`src/verilog/fetch_pkg.sv`:
```
`default_nettype none

package fetch_pkg;

  localparam int ADDR_W = 32;
  localparam int INST_W = 32;

  typedef logic [ADDR_W-1:0] addr_t;
  typedef logic [INST_W-1:0] inst_t;

  // axi read response code where zero is okay
  typedef logic [1:0] resp_t;

  typedef enum logic [2:0] {
    st_idle,
    st_lookup,
    st_ar_req,
    st_r_wait,
    st_deliver
  } fetch_state_t;

endpackage

`default_nettype wire

```
`src/verilog/perf_pkg.sv`:
```
`default_nettype none

package perf_pkg;

  localparam int CNT_W = 32;

  typedef logic [CNT_W-1:0] perf_cnt_t;

endpackage

`default_nettype wire

```
`src/verilog/icache.sv`:
```
`timescale 1ns/1ps
`default_nettype none

// direct-mapped with one 32-bit word per line
module icache
  import fetch_pkg::*;
#(
  parameter int CACHE_LINES = 16
) (
  input  logic  i_clock,
  input  logic  i_arst_n,
  input  addr_t i_lookup_addr,
  output logic  o_hit,
  output inst_t o_data,
  input  logic  i_fill_en,
  input  inst_t i_fill_data
);

  // CACHE_LINES must be a power of two of at least 2
  localparam int IDX_W = $clog2(CACHE_LINES);
  localparam int TAG_W = ADDR_W - IDX_W - 2;

  logic [IDX_W-1:0]       idx;
  logic [TAG_W-1:0]       tag;
  logic [CACHE_LINES-1:0] valid_q;
  logic [TAG_W-1:0]       tag_mem [CACHE_LINES];
  inst_t                  data_mem [CACHE_LINES];

  // byte offset bits [1:0] do not take part in the lookup
  assign idx = i_lookup_addr[IDX_W+1:2];
  assign tag = i_lookup_addr[ADDR_W-1:IDX_W+2];

  always_ff @(posedge i_clock or negedge i_arst_n) begin
    if (!i_arst_n) begin
      valid_q <= '0;
    end else if (i_fill_en) begin
      valid_q[idx] <= 1'b1;
    end
  end

  // refill lands at the line of the current lookup address
  always_ff @(posedge i_clock) begin
    if (i_fill_en) begin
      tag_mem[idx]  <= tag;
      data_mem[idx] <= i_fill_data;
    end
  end

  assign o_hit  = valid_q[idx] && (tag_mem[idx] == tag);
  assign o_data = data_mem[idx];

endmodule

`default_nettype wire

```
`src/verilog/fetch_fsm.sv`:
```
`timescale 1ns/1ps
`default_nettype none

module fetch_fsm
  import fetch_pkg::*;
(
  input  logic  i_clock,
  input  logic  i_arst_n,
  // write-back side
  input  logic  i_pc_update,
  input  addr_t i_pc_next,
  // icache
  input  logic  i_hit,
  input  inst_t i_cache_data,
  output addr_t o_lookup_addr,
  output logic  o_fill_en,
  output inst_t o_fill_data,
  // axi read master
  output logic  o_arvalid,
  output addr_t o_araddr,
  input  logic  i_arready,
  input  logic  i_rvalid,
  input  inst_t i_rdata,
  input  resp_t i_rresp,
  output logic  o_rready,
  // decode side
  output logic  o_inst_valid,
  output inst_t o_inst,
  output logic  o_inst_fault,
  output addr_t o_pc,
  input  logic  i_inst_ready,
  // perf events
  output logic  o_hit_evt,
  output logic  o_miss_evt,
  output logic  o_busy
);

  fetch_state_t state_q;
  fetch_state_t state_d;
  addr_t        pc_q;
  inst_t        inst_q;
  logic         fault_q;
  logic         r_beat;

  assign r_beat = (state_q == st_r_wait) && i_rvalid;

  always_comb begin
    state_d = state_q;
    unique case (state_q)
      st_idle: begin
        if (i_pc_update) begin
          state_d = st_lookup;
        end
      end
      st_lookup: begin
        state_d = i_hit ? st_deliver : st_ar_req;
      end
      st_ar_req: begin
        if (i_arready) begin
          state_d = st_r_wait;
        end
      end
      st_r_wait: begin
        if (i_rvalid) begin
          state_d = st_deliver;
        end
      end
      st_deliver: begin
        if (i_inst_ready) begin
          state_d = st_idle;
        end
      end
      default: begin
        state_d = st_idle;
      end
    endcase
  end

  always_ff @(posedge i_clock or negedge i_arst_n) begin
    if (!i_arst_n) begin
      state_q <= st_idle;
    end else begin
      state_q <= state_d;
    end
  end

  always_ff @(posedge i_clock) begin
    if ((state_q == st_idle) && i_pc_update) begin
      pc_q <= i_pc_next;
    end
    if ((state_q == st_lookup) && i_hit) begin
      inst_q  <= i_cache_data;
      fault_q <= 1'b0;
    end
    // a bad response is still delivered, flagged as a fault
    if (r_beat) begin
      inst_q  <= i_rdata;
      fault_q <= (i_rresp != '0);
    end
  end

  assign o_lookup_addr = pc_q;
  // only okay data goes into the cache
  assign o_fill_en     = r_beat && (i_rresp == '0);
  assign o_fill_data   = i_rdata;

  assign o_arvalid = (state_q == st_ar_req);
  assign o_araddr  = pc_q;
  assign o_rready  = (state_q == st_r_wait);

  assign o_inst_valid = (state_q == st_deliver);
  assign o_inst       = inst_q;
  assign o_inst_fault = fault_q;
  assign o_pc         = pc_q;

  assign o_hit_evt  = (state_q == st_lookup) && i_hit;
  assign o_miss_evt = (state_q == st_lookup) && !i_hit;
  assign o_busy     = (state_q != st_idle);

endmodule

`default_nettype wire

```
`src/verilog/fetch_perf_counters.sv`:
```
`timescale 1ns/1ps
`default_nettype none

module fetch_perf_counters
  import perf_pkg::*;
(
  input  logic      i_clock,
  input  logic      i_arst_n,
  input  logic      i_hit_evt,
  input  logic      i_miss_evt,
  input  logic      i_busy,
  output perf_cnt_t o_hit_count,
  output perf_cnt_t o_miss_count,
  output perf_cnt_t o_busy_cycles
);

  localparam int N_CNT = 3;

  logic [N_CNT-1:0] evt;
  perf_cnt_t        cnt_q [N_CNT];

  // slot 0 hits, slot 1 misses, slot 2 busy cycles
  assign evt = {i_busy, i_miss_evt, i_hit_evt};

  always_ff @(posedge i_clock or negedge i_arst_n) begin
    if (!i_arst_n) begin
      for (int i = 0; i < N_CNT; i++) begin
        cnt_q[i] <= '0;
      end
    end else begin
      for (int i = 0; i < N_CNT; i++) begin
        // stick at all ones
        if (evt[i] && (cnt_q[i] != '1)) begin
          cnt_q[i] <= cnt_q[i] + perf_cnt_t'(1);
        end
      end
    end
  end

  assign o_hit_count   = cnt_q[0];
  assign o_miss_count  = cnt_q[1];
  assign o_busy_cycles = cnt_q[2];

endmodule

`default_nettype wire

```
`src/verilog/ifu_top.sv`:
```
`timescale 1ns/1ps
`default_nettype none

module ifu_top
  import fetch_pkg::*;
  import perf_pkg::*;
#(
  parameter int CACHE_LINES = 16
) (
  input  logic      i_clock,
  input  logic      i_arst_n,
  input  logic      i_pc_update,
  input  addr_t     i_pc_next,
  input  logic      i_inst_ready,
  output logic      o_inst_valid,
  output inst_t     o_inst,
  output logic      o_inst_fault,
  output addr_t     o_pc,
  output logic      o_arvalid,
  output addr_t     o_araddr,
  input  logic      i_arready,
  input  logic      i_rvalid,
  input  inst_t     i_rdata,
  input  resp_t     i_rresp,
  output logic      o_rready,
  output perf_cnt_t o_hit_count,
  output perf_cnt_t o_miss_count,
  output perf_cnt_t o_busy_cycles
);

  addr_t lookup_addr;
  logic  cache_hit;
  inst_t cache_data;
  logic  fill_en;
  inst_t fill_data;
  logic  hit_evt;
  logic  miss_evt;
  logic  busy;

  icache #(
    .CACHE_LINES(CACHE_LINES)
  ) icache_i (
    .i_clock      (i_clock),
    .i_arst_n     (i_arst_n),
    .i_lookup_addr(lookup_addr),
    .o_hit        (cache_hit),
    .o_data       (cache_data),
    .i_fill_en    (fill_en),
    .i_fill_data  (fill_data)
  );

  fetch_fsm fetch_fsm_i (
    .i_clock      (i_clock),
    .i_arst_n     (i_arst_n),
    .i_pc_update  (i_pc_update),
    .i_pc_next    (i_pc_next),
    .i_hit        (cache_hit),
    .i_cache_data (cache_data),
    .o_lookup_addr(lookup_addr),
    .o_fill_en    (fill_en),
    .o_fill_data  (fill_data),
    .o_arvalid    (o_arvalid),
    .o_araddr     (o_araddr),
    .i_arready    (i_arready),
    .i_rvalid     (i_rvalid),
    .i_rdata      (i_rdata),
    .i_rresp      (i_rresp),
    .o_rready     (o_rready),
    .o_inst_valid (o_inst_valid),
    .o_inst       (o_inst),
    .o_inst_fault (o_inst_fault),
    .o_pc         (o_pc),
    .i_inst_ready (i_inst_ready),
    .o_hit_evt    (hit_evt),
    .o_miss_evt   (miss_evt),
    .o_busy       (busy)
  );

  fetch_perf_counters perf_i (
    .i_clock      (i_clock),
    .i_arst_n     (i_arst_n),
    .i_hit_evt    (hit_evt),
    .i_miss_evt   (miss_evt),
    .i_busy       (busy),
    .o_hit_count  (o_hit_count),
    .o_miss_count (o_miss_count),
    .o_busy_cycles(o_busy_cycles)
  );

endmodule

`default_nettype wire

```
`config.mk`:
```
export PLATFORM = sky130hd
export DESIGN_NAME = ifu_top
export DESIGN_NICKNAME = d
export VERILOG_FILES = /design/src/verilog/fetch_pkg.sv /design/src/verilog/perf_pkg.sv /design/src/verilog/icache.sv /design/src/verilog/fetch_fsm.sv /design/src/verilog/fetch_perf_counters.sv /design/src/verilog/ifu_top.sv
export SDC_FILE = /design/constraint.sdc
export NUM_CORES = 1
export LEC_CHECK = 0
export ABC_AREA = 0
export BUFFER_PORTS_ARGS = -buffer_cell sky130_fd_sc_hd__buf_2
export CORE_MARGIN = 2
export CORE_UTILIZATION = 35
export DETAILED_ROUTE_END_ITERATION = 8
export SLEW_MARGIN = 20
export SYNTH_ARGS = -nofsm -noshare
export SYNTH_HDL_FRONTEND = slang
export SYNTH_HIERARCHICAL = 1
export SYNTH_SLANG_ARGS = --single-unit
```
`constraint.sdc`:
```
create_clock -name i_clock -period 13.9 [get_ports i_clock]
set_input_delay 2.78 -clock i_clock [delete_from_list [all_inputs] [get_ports i_clock]]
set_output_delay 2.78 -clock i_clock [all_outputs]
set_load 0.05 [all_outputs]
```
==> results of run 1 <==
-- area by class of cell --
cell class / count / area, um^2
clock inverter: 70 / 797.0
antenna: 2 / 5.005
multi-input combinational: 915 / 10520
tap: 1650 / 2064
timing repair buffer: 321 / 1846
fill: 11067 / 74620
clock buffer: 146 / 3088
inverter: 23 / 88.84
sequential: 1108 / 32700
-- per-layer routing --
layer,wire (um),track usage
met3,6205,0.02840
met2,52660,0.2729
met4,2816,0.04597
met5,39,0
met1,44450,0.2161
-- registers in the layout, summed over array words and instances, names as in the netlist --
| signal | cells |
|---|---|
| fetch_fsm_i/o_inst | 32 |
| icache_i/tag_mem | 416 |
| perf_i/o_hit_count | 32 |
| fetch_fsm_i/o_inst_fault | 1 |
| icache_i/data_mem | 512 |
| fetch_fsm_i/o_araddr | 32 |
| perf_i/o_miss_count | 32 |
| fetch_fsm_i/state_q | 3 |
| icache_i/valid_q | 16 |
| perf_i/o_busy_cycles | 32 |
-- stage by stage --
stage | cell area [um^2] | power, mW
detailed placement | 47140 | 5.102
floorplan | 44380 | 4.795
CTS | 51030 | 8.247
global route | 51110 | 8.442
finish | 51110 | 8.147
global placement | 47110 | 5.081
-- layout by cell type, fill, tap and decap left out, types with 21 or more instances in the layout --
cell type / n
dfrtp_1: 115
mux4_2: 250
clkbuf_1: 25
nand2_1: 58
mux2i_1: 57
xor2_1: 47
clkbuf_16: 118
xnor2_1: 70
mux2_4: 28
buf_2: 266
a21oi_1: 28
buf_4: 48
nand3_1: 44
clkinv_1: 21
edfxtp_1: 993
nor3_1: 36
nor2_1: 41
nand4_1: 38
-- critical path: cells and delay by family, from the launching register on --
family | cells | cell delay [ps]
XOR/XNOR | 2 | 350
multiplexers | 2 | 790
buffers and inverters | 3 | 1700
AO/OA/AOI/OAI | 3 | 1150
flip-flops | 1 | 410
AND/OR/NAND/NOR | 6 | 2300
-- power breakdown --
group          total [mW]  internal, mW  switching [mW]
clock                3.13          1.82            1.30
combinational        1.15         0.423           0.723
sequential           3.87          3.77           0.104
total                8.15          6.02            2.13
-- final timing paths --
path	startpoint	depth (start not counted)	endpoint	slack, ps
min	icache_i/valid_q[12]	1	icache_i/valid_q[12]	470
max	fetch_fsm_i/o_araddr[3]	16	perf_i/o_hit_count[19]	6840
min reg2reg	icache_i/valid_q[12]	1	icache_i/valid_q[12]	470
min in group asynchronous	i_arst_n	1	perf_i/o_hit_count[9]	2020
max reg2reg	fetch_fsm_i/o_araddr[3]	16	perf_i/o_hit_count[19]	6840
max in group asynchronous	i_arst_n	2	perf_i/o_miss_count[6]	10740
==> results.yml, run 1 <==
grt:
  grt_pass1_wl_um: 155900
  grt_util_all_layers: 0.1622
  grt_pass1_vias: 23293
  grt.overflow.total: 0
  antenna_found_initial: 9
  grt_max_degree: 154
critical_path:
  crit_required_ps: 14470
  cp_max_fo: 153
  crit_top_cell: "nand4_1"
  cp_slowest_cell: "buf_4"
  critPathMaxStageDelay_ps: 910
  path_cells: "buf_12 > buf_4 > mux4_2 > mux2i_1 > xor2_1 > o211ai_1 > a2111o_1 > nor4_1 > and4_1 > inv_1 > nor3_1 > nand4_1 > or4_1 > a31oi_1 > nand4_1 > xnor2_1"
  crit_arrival_ps: 7630
  crit_path_end_kind: "flip-flop"
  crit_type: "reg -> reg"
  cp-start-kind: "flip-flop"
clocking:
  hold_buffers: 0
  cts.sinks: 1108
  numCtsBuffers: 118
  htreeDepth: 3
  cts_max_path_buffers: 3
  post_cts_resized: 0
  cts.clk_slew.worst_paths_ps: 60
  cts_setup_buffers: 0
  cts_tree: "done"
  root_buffer: "clkbuf_16"
  clk_latency_ps: 720
sta:
  fin_tns_setup_ps: 0
  finalSetupViolations: 0
  drv_slew: 0
  whs_ps: 467.0
  clock_skew_ps: 63.88
  slew_headroom: 0.2640
  post-route-period-util: 0.5078
  setup_ws_ps: 6841
  hold_violations: 0
  layout_min_cycle_time_ps: 7059
  tightestPinTransition_ps: 1104
  rsz0062_at_grt: "false"
  fmax_ghz: 0.1417
placed_design:
  hpwlAfterDp_um: 58720
  place_congestion: 0.8227
  dp.cells: 4014
  pre_cts_ws_ps: 6883
  port_buffers: 267
synthesis:
  ys_warn_count: 6
  synth.avg_cell_area_um2: 19.95
  syn_inst: 2224
  syn_nets: 2299
  synth_area_mm2: 0.04438
hold_path:
  hold_path_class: "reg -> reg"
final_layout:
  area_delta_synth_final_pct: 15.17
  layout-drive-gt1-share: 0.3209
  fin_cells: 4235
  nets: 2562
  final_util: 0.4065
floorplan:
  io_pins: 268
  die_area_mm2: 0.1297
  die_y_um: 360.1
  rows: 130
  start_util: 0.3529
  fp.coreArea_mm2: 0.1257
  die_w_um: 360.1
detailed_routing:
  routedWlPerCell_um: 25.07
  antenna_left: 0
  drc: 0
  drtPass1Iterations: 5
  vias: 22144
  wl_um: 106200
  vias_per_cell: 5.229
  drt_iter0_markers: 2098
status:
  run_status: "finished clean"
job:
  max_cap_viol_count: 0
pwr:
  ir_drop_mv: 0.1053
  leakagePower_nw: 17.43
  power_density_mw_per_mm2: 159.4
Power figures use the tool's default switching activity.
==> run 2, diff against run 1 <==
--- a/config.mk
+++ b/config.mk
@@ -5,7 +5,7 @@
 export SDC_FILE = /design/constraint.sdc
 export NUM_CORES = 1
 export LEC_CHECK = 0
-export ABC_AREA = 0
+export ABC_AREA = 1
 export BUFFER_PORTS_ARGS = -buffer_cell sky130_fd_sc_hd__buf_2
 export CORE_MARGIN = 2
 export CORE_UTILIZATION = 35
==> constraint.sdc (replaced) <==
create_clock -name i_clock -period 6.2 [get_ports i_clock]
set_input_delay 1.24 -clock i_clock [delete_from_list [all_inputs] [get_ports i_clock]]
set_output_delay 1.24 -clock i_clock [all_outputs]
set_load 0.05 [all_outputs]
==> run 2 against run 1 <==
  * Routed wire length is 14% higher
  * Via count is 37% higher
  * Sequential share of layout area is 2.2 points lower
  * Clock power is 120% higher
  * Clock skew is 51 ps higher
  * Critical path depth is 4 higher
  * Combinational power grew to 2.6 times the previous value
  * Non-clock buffer count is 19 higher
  * Setup slack worse by 5600 ps
  * First-iteration DRC count is 27% higher
  * Critical endpoint is now perf_i/o_hit_count[11]
==> results.yml, run 2 <==
clocking:
  cts.clk_slew.worst_paths_ps: 60
  hold_buffers: 0
  cts_setup_buffers: 0
  cts_tree: "done"
  numCtsBuffers: 118
  htreeDepth: 3
  clk_latency_ps: 780
  cts_max_path_buffers: 3
  post_cts_resized: 0
  cts.sinks: 1108
  root_buffer: "clkbuf_16"
critical_path:
  path_cells: "inv_4 > buf_4 > nand2_1 > nand2_1 > nand2_1 > nand3_1 > nand2_1 > nand2_1 > o21ai_0 > nand2_1 > nand2_1 > nor2_1 > nand3_1 > nor2_1 > nand4_1 > inv_1 > nand2_4 > inv_4 > nand2_1 > nand2_1"
  cp-start-kind: "flip-flop"
  crit_top_cell: "nand2_1"
  crit_arrival_ps: 5540
  crit_required_ps: 6810
  critPathMaxStageDelay_ps: 600
  cp_slowest_cell: "edfxtp_1"
  cp_max_fo: 58
  r2r_setup_slack_ps: 1270
  crit_type: "reg -> reg"
  crit_path_end_kind: "flip-flop"
detailed_routing:
  routedWlPerCell_um: 19.94
  drc: 0
  vias: 30377
  drtPass1Iterations: 6
  vias_per_cell: 4.995
  drt_iter0_markers: 2662
  wl_um: 121200
  antenna_left: 0
floorplan:
  fp.coreArea_mm2: 0.1313
  die_w_um: 367.5
  rows: 133
  start_util: 0.3521
  io_pins: 268
  die_y_um: 367.5
  die_area_mm2: 0.1350
final_layout:
  area_delta_synth_final_pct: 14.56
  final_cell_mix: "nand2_1, edfxtp_1, buf_2"
  layout-drive-gt1-share: 0.1348
  nets: 4299
  largest_reg_flops: 512
  nFillCells: 12356
  top_regs: "icache_i/data_mem (512), icache_i/tag_mem (416)"
  final_common_cell: "nand2_1"
  regMostFlops: "icache_i/data_mem"
synthesis:
  syn_nets: 4099
  ys_warn_count: 6
  synth.avg_cell_area_um2: 11.49
  synth_area_mm2: 0.04623
  syn_inst: 4024
sta:
  post-route-period-util: 0.7954
  layout_min_cycle_time_ps: 4932
  rsz0062_at_grt: "false"
  clock_skew_ps: 114.6
  hold_violations: 0
  fmax_ghz: 0.2028
  slew_headroom: 0.2542
  tightestPinTransition_ps: 1116
  finalSetupViolations: 0
  drv_slew: 0
  fin_tns_setup_ps: 0
pwr:
  total_power_mw: 18.65
  pwr-share-seq: 0.466
  internal_power_mw: 13.14
  ir_drop_mv: 0.2765
  clkPwrFrac: 0.374
  power_density_mw_per_mm2: 352.1
  p_comb_frac: 0.161
  power.switching_mw: 5.508
  switching_share: 0.2954
  leakagePower_nw: 19.96
grt:
  grt.overflow.total: 0
  grt_util_all_layers: 0.1776
  antenna_found_initial: 6
  grt_pass1_vias: 29328
  grt_max_degree: 124
  grt_pass1_wl_um: 184100
job:
  max_cap_viol_count: 0
hold_path:
  hold_path_class: "reg -> reg"
placed_design:
  hpwlAfterDp_um: 68610
  port_buffers: 267
  place_congestion: 0.8561
status:
  run_status: "finished clean"
[run 2: final timing paths]
kind / to / cells past startpoint / startpoint
min in group asynchronous: perf_i/o_busy_cycles[18] / 1 / i_arst_n
min reg2reg: icache_i/valid_q[12] / 2 / icache_i/valid_q[12]
max in group asynchronous: perf_i/o_busy_cycles[20] / 2 / i_arst_n
max reg2reg: perf_i/o_hit_count[11] / 20 / fetch_fsm_i/o_araddr[2]
min: icache_i/valid_q[12] / 2 / icache_i/valid_q[12]
max: perf_i/o_hit_count[11] / 20 / fetch_fsm_i/o_araddr[2]
[run 2: critical path, delay by kind of cell, from the launching register on]
family                 cells  cell delay [ps]
and+or+nand+nor           15             2340
buffers and inverters      4             1680
DFF                        1              600
AOI/OAI and AO/OA          1               90
[run 2: power by group through the flow]
stage / registers [mW] / clock network, mW / logic, mW
CTS: 8.68 / 7.12 / 3.03
global placement: 8.83 / 0 / 2.98
global route: 8.71 / 7.42 / 3.29
floorplan: 9.08 / 0 / 1.88
finish: 8.68 / 6.97 / 3.00
detailed placement: 8.84 / 0 / 3.02
[run 2: per-layer routing]
metal  part of all wire  up-vias  GRT usage
met2               0.48     1037     0.2973
li1                   -    14281          -
met5                  0        -          0
met1               0.44    14874     0.2392
met3              0.059      185    0.02561
met4              0.025        0    0.05273
[run 2: cell type report]
cell class	instances	area, um^2	share of cell area
sequential	1108	32700	0.6173
multi-input combinational	2544	11710	0.2210
clock buffer	142	3043	0.05745
tap	1755	2196	0.04146
timing repair buffer	340	2058	0.03886
clock inverter	78	824.5	0.01557
inverter	112	435.4	0.008221
antenna	2	5.005	0.00009449
[run 2: stage by stage]
step | utilization | setup slack (ps) | hold WS, ps | cell area (um^2) | std cells
final | 0.4034 | 1268 | 459.6 | 52960 | 6081
after global routing | 0.4034 | 842.5 | 475.5 | 52960 | 6079
after CTS | 0.4029 | 1116 | 461.3 | 52900 | 6077
after detailed placement | 0.3734 | 1244 | 446.9 | 49030 | 5857
after global placement | 0.3730 | 1345 | 440.5 | 48980 | 5855
after floorplan | - | 1319 | 424.0 | 46230 | 4024
==> run 3, diff against run 2 <==
==> constraint.sdc (replaced) <==
create_clock -name i_clock -period 4.36 [get_ports i_clock]
set_input_delay 0.872 -clock i_clock [delete_from_list [all_inputs] [get_ports i_clock]]
set_output_delay 0.872 -clock i_clock [all_outputs]
set_load 0.05 [all_outputs]
==> run 3 against run 2 <==
  * Count of clock-buffer cells in the layout is 5 lower
  * Core utilization up 0.15 points
  * Worst hold slack worse by 350 ps
  * Critical path depth grew 2
  * Combinational power rose by 46%
  * Final cell count rose by 0.28%
  * Setup slack worse by 700 ps
  * Sequential power rose by 42%
  * Sequential share of layout area fell by 0.24 points
  * Global-route usage grew 0.46 points
  * Sequential cell count did not move
  * Via count increased by 0.55%
==> results.yml, run 3 (same netlist as run 2, synthesis figures left out) <==
status:
  run_status: "finished clean"
floorplan:
  fp.coreArea_mm2: 0.1313
  die_w_um: 367.5
  io_pins: 268
  start_util: 0.3521
  rows: 133
  die_area_mm2: 0.1350
  die_y_um: 367.5
final_layout:
  regMostFlops: "icache_i/data_mem"
  final_common_cell: "nand2_1"
  largest_reg_flops: 512
  nets: 4316
  final_cell_mix: "nand2_1, edfxtp_1, buf_2"
  layout-drive-gt1-share: 0.1361
  top_regs: "icache_i/data_mem (512), icache_i/tag_mem (416)"
  area_delta_synth_final_pct: 15.00
sta:
  hold_violations: 0
  post-route-period-util: 0.8705
  fmax_ghz: 0.2635
  layout_min_cycle_time_ps: 3796
  tightestPinTransition_ps: 1139
  slew_headroom: 0.2407
  finalSetupViolations: 0
  drv_slew: 0
  clock_skew_ps: 48.90
  whs_ps: 107.4
  rsz0062_at_grt: "false"
detailed_routing:
  wl_um: 125100
  routedWlPerCell_um: 20.52
  vias: 30545
  vias_per_cell: 5.009
  drt_iter0_markers: 2885
  drc: 0
  drtPass1Iterations: 6
  antenna_left: 0
clocking:
  post_cts_resized: 0
  cts.sinks: 1108
  htreeDepth: 3
  cts_max_path_buffers: 3
  hold_buffers: 0
  cts_setup_buffers: 0
  numCtsBuffers: 116
  clk_latency_ps: 770
  root_buffer: "clkbuf_16"
  cts.clk_slew.worst_paths_ps: 60
  cts_tree: "done"
critical_path:
  cp-start-kind: "flip-flop"
  r2r_cells: 22
  r2r_setup_slack_ps: 560
  rr_startpoint: "fetch_fsm_i/o_araddr[2]"
  crit_required_ps: 5000
  crit_path_end_kind: "flip-flop"
  crit_type: "reg -> reg"
  cp_max_fo: 58
  startpoint: "fetch_fsm_i/o_araddr[2]"
  r2r_end: "perf_i/o_hit_count[29]"
  crit_arrival_ps: 4440
  critPathCapture: "perf_i/o_hit_count[29]"
pwr:
  ir_drop_mv: 0.3620
  leakagePower_nw: 20.07
  power_density_mw_per_mm2: 501.0
  total_power_mw: 26.64
placed_design:
  hpwlAfterDp_um: 67990
  place_congestion: 0.8611
  port_buffers: 267
hold_path:
  hold_path_class: "in -> async"
grt:
  grt_max_degree: 81
  grt_pass1_wl_um: 187100
  antenna_found_initial: 12
  grt.overflow.total: 0
  grt_pass1_vias: 29266
  grt_util_all_layers: 0.1822
job:
  max_cap_viol_count: 0
[run 3: area by class of cell]
cell class,count,area [um^2]
antenna,2,5.005
tap,1755,2196
fill,12287,78130
timing repair buffer,359,2292
clock inverter,81,847.1
sequential,1108,32700
multi-input combinational,2544,11710
clock buffer,137,2992
inverter,112,432.9
[run 3: worst min-delay path by stage]
stage,start,end,slack [ps],depth (start not counted)
finish,i_arst_n,perf_i/o_hit_count[9],110,1
global route,i_arst_n,perf_i/o_hit_count[0],120,1
CTS,i_pc_next[28],fetch_fsm_i/o_araddr[28],230,1
detailed placement,icache_i/valid_q[12],icache_i/valid_q[12],450,2
global placement,icache_i/valid_q[12],icache_i/valid_q[12],440,2
floorplan,icache_i/valid_q[12],icache_i/valid_q[12],420,2
[run 3: power by group]
group          total (mW)  internal (mW)  switching [mW]
Combinational        4.37           1.08            3.29
Sequential           12.3           12.0           0.283
Clock                9.96           5.64            4.32
[run 3: worst max-delay path: stages, from the launching register on]
cell,delay [ps]
edfxtp_1,510
buf_12,270
nor2_4,180
buf_12,290
nand2_1,100
nand3_1,110
nand2_1,60
nand2_1,120
o21ai_0,90
nand2_1,110
nand2_1,60
nor2_1,90
nand3_1,190
nor2_1,330
nand4_1,210
inv_1,220
nand3_1,120
nor2_1,100
nand3_1,70
nor2_1,170
nand2_1,70
nand2_1,60
nand2_1,50
[run 3: layer usage]
metal  vias up  wire length, um  part of all wire  global-route usage
met5         -               38           0.00030                   0
met3       185             7875             0.063             0.02714
met1     15012            54160              0.43              0.2448
met2      1039            60450              0.48              0.3052
met4         6             2583             0.021             0.05336
li1      14303                -                 -                   -
[run 3: stage by stage]
step | cells | worst slack (ps) | setup TNS, ps | utilization | instance area, um^2
after floorplan | 4024 | -327.5 | -235930 | - | 46240
after global placement | 5877 | 615.0 | 0 | 0.3755 | 49300
after detailed placement | 5877 | 572.8 | 0 | 0.3755 | 49300
after CTS | 6095 | 549.5 | 0 | 0.4047 | 53140
after global routing | 6096 | 176.5 | 0 | 0.4049 | 53160
final | 6098 | 564.4 | 0 | 0.4049 | 53170
